===== src/tsn_tag_settings.svh =====
`ifndef TSN_TAG_SETTINGS_SVH
`define TSN_TAG_SETTINGS_SVH

// flow table size
`define TSN_FLOW_NUM  16
`define TSN_FLOW_W    4

// tag bytes replace the destination mac
`define TSN_TAG_BYTES 6

// ethertype rewrite on hit
`define TSN_ETYPE_POS 12
`define TSN_ETYPE_VAL 16'h1800

// byte index counter width
`define TSN_CNT_W     12

`endif


===== src/tsn_tag_pkg.sv =====
`include "tsn_tag_settings.svh"

package tsn_tag_pkg;

    ////////////////////////////////////////
    // byte stream
    ////////////////////////////////////////

    // one stream beat with start marker
    typedef struct packed {
        logic       sop;
        logic [7:0] data;
    } pkt_byte_t;

    typedef enum logic [2:0] {
        PKT_TS   = 3'd0,
        PKT_RC   = 3'd1,
        PKT_BE   = 3'd2,
        PKT_PTP  = 3'd3,
        PKT_NMAC = 3'd4
    } pkt_type_e;

    // table entry, also the per-packet descriptor
    typedef struct packed {
        logic [`TSN_TAG_BYTES*8-1:0] tsntag;
        pkt_type_e                   pkt_type;
        logic                        hit;
        logic                        replication;
        logic                        std_tsn;
    } tag_info_t;

    ////////////////////////////////////////
    // wishbone classic
    ////////////////////////////////////////

    typedef struct packed {
        logic        cyc;
        logic        stb;
        logic        we;
        logic [7:0]  adr;
        logic [31:0] dat;
    } wb_req_t;

    typedef struct packed {
        logic        ack;
        logic [31:0] dat;
    } wb_rsp_t;

    typedef enum logic [1:0] {
        ST_IDLE = 2'd0,
        ST_TAG  = 2'd1,
        ST_PASS = 2'd2
    } ttp_state_e;

    // steers the substituter per byte
    typedef enum logic [1:0] {
        MODE_OFF  = 2'd0,
        MODE_TAG  = 2'd1,
        MODE_PASS = 2'd2
    } sub_mode_e;

endpackage


===== src/flow_tag_table.sv =====
`timescale 1ns/1ps
`include "tsn_tag_settings.svh"

module flow_tag_table (
    input  logic                   i_clk,
    input  logic                   i_rst_n,
    input  tsn_tag_pkg::wb_req_t   i_wb,
    output tsn_tag_pkg::wb_rsp_t   o_wb,
    input  logic [`TSN_FLOW_W-1:0] i_flow_id,
    output tsn_tag_pkg::tag_info_t o_lookup
);

    tsn_tag_pkg::tag_info_t entry_q [`TSN_FLOW_NUM];
    tsn_tag_pkg::tag_info_t wb_entry;
    logic                   ack_q;
    logic [31:0]            rdat_q;
    logic                   wb_req;
    logic                   wb_take;
    logic [`TSN_FLOW_W-1:0] wb_flow;
    logic [1:0]             wb_word;

    ////////////////////////////////////////
    // wishbone decode
    ////////////////////////////////////////

    assign wb_req   = i_wb.cyc & i_wb.stb;
    // one ack per request, never on two cycles in a row
    assign wb_take  = wb_req & ~ack_q;
    // word address is {flow, word select}
    assign wb_flow  = i_wb.adr[4 +: `TSN_FLOW_W];
    assign wb_word  = i_wb.adr[3:2];
    assign wb_entry = entry_q[wb_flow];

    always_ff @(posedge i_clk or negedge i_rst_n) begin
        if (!i_rst_n) begin
            ack_q <= 1'b0;
        end else begin
            ack_q <= wb_take;
        end
    end

    // read data lines up with ack
    always_ff @(posedge i_clk) begin
        if (wb_take && !i_wb.we) begin
            case (wb_word)
                2'd0: rdat_q <= wb_entry.tsntag[31:0];
                2'd1: rdat_q <= {wb_entry.hit, 10'd0, wb_entry.std_tsn,
                                 wb_entry.replication, wb_entry.pkt_type,
                                 wb_entry.tsntag[47:32]};
                default: rdat_q <= 32'd0;
            endcase
        end
    end

    assign o_wb = '{ack: ack_q, dat: rdat_q};

    ////////////////////////////////////////
    // entry storage
    ////////////////////////////////////////

    // all flows start invalid
    always_ff @(posedge i_clk or negedge i_rst_n) begin
        if (!i_rst_n) begin
            for (int i = 0; i < `TSN_FLOW_NUM; i++) begin
                entry_q[i] <= '0;
            end
        end else if (wb_take && i_wb.we) begin
            case (wb_word)
                2'd0: entry_q[wb_flow].tsntag[31:0] <= i_wb.dat;
                2'd1: begin
                    entry_q[wb_flow].tsntag[47:32] <= i_wb.dat[15:0];
                    entry_q[wb_flow].pkt_type <= tsn_tag_pkg::pkt_type_e'(i_wb.dat[18:16]);
                    entry_q[wb_flow].replication <= i_wb.dat[19];
                    entry_q[wb_flow].std_tsn <= i_wb.dat[20];
                    entry_q[wb_flow].hit <= i_wb.dat[31];
                end
                default: begin
                end
            endcase
        end
    end

    // hit comes straight from the valid bit
    assign o_lookup = entry_q[i_flow_id];

endmodule


===== src/pkt_byte_counter.sv =====
`timescale 1ns/1ps
`include "tsn_tag_settings.svh"

module pkt_byte_counter (
    input  logic                  i_clk,
    input  logic                  i_rst_n,
    input  logic                  i_data_wr,
    input  logic                  i_sop,
    output logic [`TSN_CNT_W-1:0] o_byte_idx
);

    localparam logic [`TSN_CNT_W-1:0] CNT_ONE = 1;
    localparam logic [`TSN_CNT_W-1:0] CNT_MAX = '1;

    logic [`TSN_CNT_W-1:0] cnt_q;

    // count holds the index of the next byte
    always_ff @(posedge i_clk or negedge i_rst_n) begin
        if (!i_rst_n) begin
            cnt_q <= '0;
        end else if (!i_data_wr) begin
            // strobe low ends the packet
            cnt_q <= '0;
        end else if (i_sop) begin
            cnt_q <= CNT_ONE;
        end else if (cnt_q != CNT_MAX) begin
            // saturate so long frames never wrap into the tag bytes
            cnt_q <= cnt_q + CNT_ONE;
        end
    end

    // start byte is always index 0
    assign o_byte_idx = i_sop ? '0 : cnt_q;

endmodule


===== src/tag_insert_fsm.sv =====
`timescale 1ns/1ps

module tag_insert_fsm (
    input  logic                   i_clk,
    input  logic                   i_rst_n,
    input  logic                   i_data_wr,
    input  logic                   i_sop,
    input  tsn_tag_pkg::tag_info_t i_lookup,
    output tsn_tag_pkg::sub_mode_e o_mode,
    output tsn_tag_pkg::tag_info_t o_info
);

    tsn_tag_pkg::ttp_state_e state_q;
    tsn_tag_pkg::ttp_state_e state_d;
    tsn_tag_pkg::ttp_state_e start_st;
    tsn_tag_pkg::tag_info_t  info_q;
    logic                    pkt_start;

    assign pkt_start = i_data_wr & i_sop;
    assign start_st  = i_lookup.hit ? tsn_tag_pkg::ST_TAG : tsn_tag_pkg::ST_PASS;

    ////////////////////////////////////////
    // next state
    ////////////////////////////////////////

    always_comb begin
        state_d = state_q;
        case (state_q)
            tsn_tag_pkg::ST_IDLE: begin
                if (pkt_start) begin
                    state_d = start_st;
                end
            end
            tsn_tag_pkg::ST_TAG, tsn_tag_pkg::ST_PASS: begin
                // a start byte with no gap opens the next packet
                if (pkt_start) begin
                    state_d = start_st;
                end else if (!i_data_wr) begin
                    state_d = tsn_tag_pkg::ST_IDLE;
                end
            end
            default: state_d = tsn_tag_pkg::ST_IDLE;
        endcase
    end

    always_ff @(posedge i_clk or negedge i_rst_n) begin
        if (!i_rst_n) begin
            state_q <= tsn_tag_pkg::ST_IDLE;
            info_q  <= '0;
        end else begin
            state_q <= state_d;
            if (pkt_start) begin
                info_q <= i_lookup;
            end else if (state_d == tsn_tag_pkg::ST_IDLE) begin
                info_q <= '0;
            end
        end
    end

    // mode covers the byte on the input now
    always_comb begin
        o_mode = tsn_tag_pkg::MODE_OFF;
        if (pkt_start) begin
            o_mode = i_lookup.hit ? tsn_tag_pkg::MODE_TAG : tsn_tag_pkg::MODE_PASS;
        end else if (i_data_wr && state_q == tsn_tag_pkg::ST_TAG) begin
            o_mode = tsn_tag_pkg::MODE_TAG;
        end else if (i_data_wr && state_q == tsn_tag_pkg::ST_PASS) begin
            o_mode = tsn_tag_pkg::MODE_PASS;
        end
    end

    assign o_info = info_q;

endmodule


===== src/byte_substitute.sv =====
`timescale 1ns/1ps
`include "tsn_tag_settings.svh"

module byte_substitute (
    input  logic                        i_clk,
    input  logic                        i_rst_n,
    input  logic                        i_data_wr,
    input  tsn_tag_pkg::pkt_byte_t      i_byte,
    input  tsn_tag_pkg::sub_mode_e      i_mode,
    input  logic [`TSN_CNT_W-1:0]       i_byte_idx,
    input  logic [`TSN_TAG_BYTES*8-1:0] i_tsntag,
    output logic                        o_data_wr,
    output tsn_tag_pkg::pkt_byte_t      o_byte
);

    localparam int          TAG_BYTES = `TSN_TAG_BYTES;
    localparam int          ETYPE_POS = `TSN_ETYPE_POS;
    localparam logic [15:0] ETYPE     = `TSN_ETYPE_VAL;

    logic [TAG_BYTES*8-1:0] tag_q;
    logic [TAG_BYTES*8-1:0] tag_cur;
    logic [7:0]             tag_byte;
    tsn_tag_pkg::pkt_byte_t byte_d;

    // flow id is only valid on the start byte so its tag is held here
    always_ff @(posedge i_clk) begin
        if (i_data_wr && i_byte.sop) begin
            tag_q <= i_tsntag;
        end
    end

    assign tag_cur = i_byte.sop ? i_tsntag : tag_q;

    // most significant tag byte first
    always_comb begin
        tag_byte = 8'd0;
        for (int i = 0; i < TAG_BYTES; i++) begin
            if (int'(i_byte_idx) == i) begin
                tag_byte = tag_cur[(TAG_BYTES-1-i)*8 +: 8];
            end
        end
    end

    ////////////////////////////////////////
    // substitution
    ////////////////////////////////////////

    always_comb begin
        byte_d = '0;
        if (i_data_wr && i_mode != tsn_tag_pkg::MODE_OFF) begin
            byte_d = i_byte;
            if (i_mode == tsn_tag_pkg::MODE_TAG) begin
                if (int'(i_byte_idx) < TAG_BYTES) begin
                    byte_d.data = tag_byte;
                end else if (int'(i_byte_idx) == ETYPE_POS) begin
                    byte_d.data = ETYPE[15:8];
                end else if (int'(i_byte_idx) == ETYPE_POS + 1) begin
                    byte_d.data = ETYPE[7:0];
                end
            end
        end
    end

    // one cycle through with gaps kept
    always_ff @(posedge i_clk or negedge i_rst_n) begin
        if (!i_rst_n) begin
            o_data_wr <= 1'b0;
            o_byte    <= '0;
        end else begin
            o_data_wr <= i_data_wr;
            o_byte    <= byte_d;
        end
    end

endmodule


===== src/tsn_tag_process_top.sv =====
`timescale 1ns/1ps
`include "tsn_tag_settings.svh"

module tsn_tag_process_top (
    input  logic                   i_clk,
    input  logic                   i_rst_n,

    // byte stream in
    input  logic                   i_data_wr,
    input  tsn_tag_pkg::pkt_byte_t i_byte,
    input  logic [`TSN_FLOW_W-1:0] i_flow_id,

    // byte stream out with descriptor
    output logic                   o_data_wr,
    output tsn_tag_pkg::pkt_byte_t o_byte,
    output tsn_tag_pkg::tag_info_t o_info,

    // table config
    input  tsn_tag_pkg::wb_req_t   i_wb,
    output tsn_tag_pkg::wb_rsp_t   o_wb
);

    tsn_tag_pkg::tag_info_t lookup;
    tsn_tag_pkg::sub_mode_e mode;
    logic [`TSN_CNT_W-1:0]  byte_idx;

    flow_tag_table u_table (
        .i_clk     (i_clk),
        .i_rst_n   (i_rst_n),
        .i_wb      (i_wb),
        .o_wb      (o_wb),
        .i_flow_id (i_flow_id),
        .o_lookup  (lookup)
    );

    pkt_byte_counter u_counter (
        .i_clk      (i_clk),
        .i_rst_n    (i_rst_n),
        .i_data_wr  (i_data_wr),
        .i_sop      (i_byte.sop),
        .o_byte_idx (byte_idx)
    );

    tag_insert_fsm u_fsm (
        .i_clk     (i_clk),
        .i_rst_n   (i_rst_n),
        .i_data_wr (i_data_wr),
        .i_sop     (i_byte.sop),
        .i_lookup  (lookup),
        .o_mode    (mode),
        .o_info    (o_info)
    );

    byte_substitute u_subst (
        .i_clk      (i_clk),
        .i_rst_n    (i_rst_n),
        .i_data_wr  (i_data_wr),
        .i_byte     (i_byte),
        .i_mode     (mode),
        .i_byte_idx (byte_idx),
        .i_tsntag   (lookup.tsntag),
        .o_data_wr  (o_data_wr),
        .o_byte     (o_byte)
    );

endmodule


===== config.mk =====
export PLATFORM = sky130hd
export DESIGN_NAME = tsn_tag_process_top
export DESIGN_NICKNAME = d
export VERILOG_FILES = /design/src/tsn_tag_pkg.sv /design/src/flow_tag_table.sv /design/src/pkt_byte_counter.sv /design/src/tag_insert_fsm.sv /design/src/byte_substitute.sv /design/src/tsn_tag_process_top.sv
export VERILOG_INCLUDE_DIRS = /design/src
export SDC_FILE = /design/constraint.sdc
export NUM_CORES = 2
export LEC_CHECK = 0
export BUFFER_PORTS_ARGS = -buffer_cell sky130_fd_sc_hd__buf_2
export CORE_MARGIN = 5
export CORE_UTILIZATION = 40
export CTS_CLUSTER_SIZE = 16
export DETAILED_ROUTE_END_ITERATION = 8
export PLACE_DENSITY = 0.52
export REMOVE_ABC_BUFFERS = 1
export SYNTH_ARGS = -nofsm -noshare
export SYNTH_HDL_FRONTEND = slang
export SYNTH_SLANG_ARGS = --single-unit
export TNS_END_PERCENT = 50

===== constraint.sdc =====
create_clock -name i_clk -period 3.5 [get_ports i_clk]
set_clock_uncertainty 0.05 [all_clocks]
set_input_delay 0.35 -clock i_clk [delete_from_list [all_inputs] [get_ports i_clk]]
set_output_delay 0.35 -clock i_clk [all_outputs]
set_load 0.01 [all_outputs]

==> run_results.csv <==
group,metric,value,unit
run_status,outcome,"finished, final reports clean",
synth,syn_area,52000,sq um
detailed_routing,drt-initial-drc-count,2541,
global_routing,gr-total-overflow,0,
worst_setup_path,criticalPathCategory,"reg -> reg",
synth,yosysMostFrequentCell,"dfrtp_1",
synth,synth_edf_count,80,
cells_and_area,nFillCells,11072,
detailed_routing,vias_per_cell,6.06,
synth,yosys.area.top_type,"dfrtp_1",
power,combinationalPowerShare,0.102,
worst_setup_path,slowest_stage,"nor2_4",
detailed_routing,remaining_drc_errors,0,
detailed_routing,wl_per_cell,31.9,um
sta,hold_ws,0.0599,ns
sta,maxSlewHeadroom,0.295,
worst_setup_path,critPathMaxFanout,16,
run,drv_cap,0,
synth,avgSynthCellArea,16.0,sq um
clocking,cts_tree,"done",
global_routing,track_usage,0.246,
global_routing,grt_pass1_wl,247000,um
sta,maxSlewViolCount,0,
clocking,cts_root_buf,"clkbuf_16",
sta,rsz0062_at_grt,"no",
cells_and_area,final_cells,5260,
synth,ys_top_cells_by_area,"dfrtp_1 45%, mux4_2 23%, mux2_2 19%, edfxtp_1 4.6%, buf_2 1.1%",
power,pwr-share-clk,0.446,
synth,synth-compound-area-share,0.0172,
worst_setup_path,startpoint_type,"register",
floorplan,die_h,371,um
power,p_sw,7.15,mW
cells_and_area,area_growth,15.3,%
detailed_routing,detail-route-antenna-nets,0,
synth,synthAdderAreaFrac,0.00120,
synth,synth_top_area_share,0.454,
sta,fin_crit_sh,0.864,
cells_and_area,fin_nets,3473,
floorplan,die_w,371,um
worst_setup_path,endpoint_kind,"register",
sta,hold_violations,0,
worst_setup_path,worstPathRequired,4.05,ns
sta,period_needed,3.02,ns
floorplan,die-area,137000,sq um
detailed_routing,vias,31897,
worst_setup_path,ff2ff_setup_slack,0.48,ns
synth,yosysSeqAreaShare,0.500,
worst_setup_path,r2r-start,"u_table.ack_q",
place,place_area,55800,sq um
min_path,holdCritPathClass,"in -> reg",
clocking,post_cts_buffers,0,
global_routing,antenna_found_initial,11,
power,powerDensity,473,nW/um^2
power,intPower,21.2,mW
clocking,ctsHoldBuffers,14,
detailed_routing,routed_wl,168000,um
synth,ys_async_sr_fraction,0.922,
clocking,clock_latency,0.72,ns
floorplan,boundaryPins,156,
worst_setup_path,crit_end,"u_table.entry_q[143]",
clocking,numClockSinks,1023,
power,irDropWorstVdd,389,uV
synth,synth_top_family_by_area,"multiplexers",
floorplan,initial_core_util,0.402,
global_routing,grt_start_max_net_pins,103,
power,p_leak,26.8,nW
sta,tightestPinTransition,1.06,ns
worst_setup_path,r2r-end,"u_table.entry_q[143]",
cells_and_area,postLayoutCellArea,60000,sq um
synth,synth.area.mux_share,0.425,
floorplan,rows,132,
worst_setup_path,worstPathCellList,"and3b_1 -> nand2_1 -> nor2_1 -> nand2_1 -> buf_4 -> nor2_4 -> buf_4 -> mux2_2",
worst_setup_path,crit_path_start,"u_table.ack_q",
synth,synth-xor-area-share,0.00118,
clocking,cts_resized,0,
worst_setup_path,worst-r2r-cell-count,8,
place,place.gp.congestion,0.840,
power,p_sw_frac,0.252,
worst_setup_path,max_stage_delay,0.81,ns
place,io_buffers,153,
power,seqPwrFrac,0.452,
cells_and_area,drive_gt1_frac,0.563,
clocking,cts_buffers,120,
place,dp_hpwl,106000,um
worst_setup_path,cp.arrival,3.57,ns
clocking,cts_max_level,3,
synth,yosysWarnings,0,
place,placedCellCount,5015,
synth,synth-seq-cells,1023,
synth,synth_ff_type,"dfrtp_1",
synth,synthSimpleGateAreaFrac,0.0269,
synth,synth.distinct_cells,60,
global_routing,grt_pass1_vias,34573,
sta,setup_viol,0,
sta,fin_ws,0.476,ns
detailed_routing,drtPass1Iterations,5,
clocking,clkTransAtPathRegs,0.06,ns
synth,synthCells,3256,
place,place_ws,0.472,ns
synth,synth_common_cells,"943 x dfrtp_1, 859 x mux2_2, 530 x mux4_2, 143 x clkbuf_1, 142 x nand2_1",
sta,max_freq,0.331,GHz
clocking,cts_buffer_depth,3,
floorplan,core_area,129000,sq um
cells by family (layout without fill, tap and decap cells):
| kind of cell | count (synthesis) | count (layout) |
|---|---|---|
| buffers and inverters | 333 | 589 |
| DFF | 1023 | 1023 |
| other | 0 | 6 |
| AOI/OAI and AO/OA | 140 | 140 |
| and+or+nand+nor | 310 | 310 |
| xor gates and xnor gates | 7 | 7 |
| muxes | 1438 | 1438 |
| adders and majority gates | 5 | 5 |
flip-flops by register name (all words and copies together) (netlist names):
signal,flops
u_counter.cnt_q,12
u_fsm.o_info,54
u_fsm.state_q,2
u_subst.o_byte,9
u_subst.o_data_wr,1
u_subst.tag_q,48
u_table.ack_q,1
u_table.entry_q,864
u_table.rdat_q,32
per-layer routing:
metal | vias to the layer above | global-route usage | routed length [um]
li1 | 12926 | - | -
met1 | 17713 | 0.337 | 71700
met2 | 981 | 0.405 | 81600
met3 | 273 | 0.0374 | 9000
met4 | 4 | 0.0781 | 5290
met5 | - | 0 | 26
power groups by stage:
| stage | Clock [mW] | Sequential, mW | Combinational (mW) |
|---|---|---|---|
| finish | 12.7 | 12.8 | 2.89 |
| global placement | 0 | 13.0 | 2.85 |
| global route | 13.4 | 12.9 | 3.11 |
| floorplan | 0 | 12.9 | 1.36 |
| CTS | 13.0 | 12.8 | 2.94 |
| detailed placement | 0 | 13.0 | 2.91 |
final cells by class:
| type | count | area, sq um | share of cell area |
|---|---|---|---|
| Tap cell | 1742 | 2180 | 0.0363 |
| Sequential cell | 1023 | 26000 | 0.433 |
| Timing Repair Buffer | 354 | 2970 | 0.0494 |
| Clock buffer | 171 | 3560 | 0.0593 |
| Multi-Input combinational cell | 1900 | 24800 | 0.413 |
| Inverter | 10 | 42.5 | 0.000709 |
| Clock inverter | 54 | 458 | 0.00763 |
| Antenna cell | 6 | 15.0 | 0.000250 |
placed cells by master (no fill, tap or decap), types with 5 or more instances in the layout:
master         netlist  routed
nor4_1               7       7
nand3_2              0       6
a21o_1               7       7
buf_2              110     144
buf_8                1       5
dfrtp_1            943     943
a211oi_1            11      11
a21oi_1             72      72
bufinv_16            0       6
mux2_1              13      13
nand2b_1             9       7
xnor2_1              5       5
clkbuf_16            0     123
nor3_1              10      10
inv_1               10       9
mux4_2             530     530
diode_2              0       6
buf_4               16     142
nor2b_1             17      16
clkinv_2             0      40
nand2_1            142     141
nor2_4               0      24
dlygate4sd3_1        0      14
o21ai_0              7       7
edfxtp_1            80      80
clkbuf_8             0      30
buf_12               0      47
and2_1              13      13
ha_1                 5       5
clkbuf_1           143      18
nand3_1             14       8
o221ai_1             5       5
mux2_2             859     859
nor2_1              74      49
mux2i_1             36      36
a32oi_1              5       5
metrics by stage:
stage,setup TNS (ns),util,total power [mW]
2_1_floorplan,-106.68,-,14.3
3_3_place_gp,0,0.432,15.8
3_5_place_dp,0,0.432,15.9
4_1_cts,0,0.464,28.7
5_1_grt,0,0.464,29.4
6_report,0,0.464,28.4
critical path: cells and delay by family, from the launching register on:
family,cells,cell delay (ns)
flip-flops,1,0.37
multiplexers,1,0.38
buffers and inverters,2,0.64
AND/OR/NAND/NOR,5,1.46
how the worst min path moves through the flow:
stage	cells past startpoint	to	slack, ns	start
6_report	2	u_table.entry_q[514]	0.06	i_wb[22]
5_1_grt	2	u_table.entry_q[86]	0.06	i_wb[26]
4_1_cts	2	u_table.entry_q[621]	0.002	i_wb[21]
3_5_place_dp	1	u_table.entry_q[461]	0.39	i_rst_n
3_3_place_gp	1	u_table.entry_q[299]	0.37	i_rst_n
2_1_floorplan	0	u_counter.cnt_q[0]	0.004	i_rst_n
(Power assumes the default switching activity.)
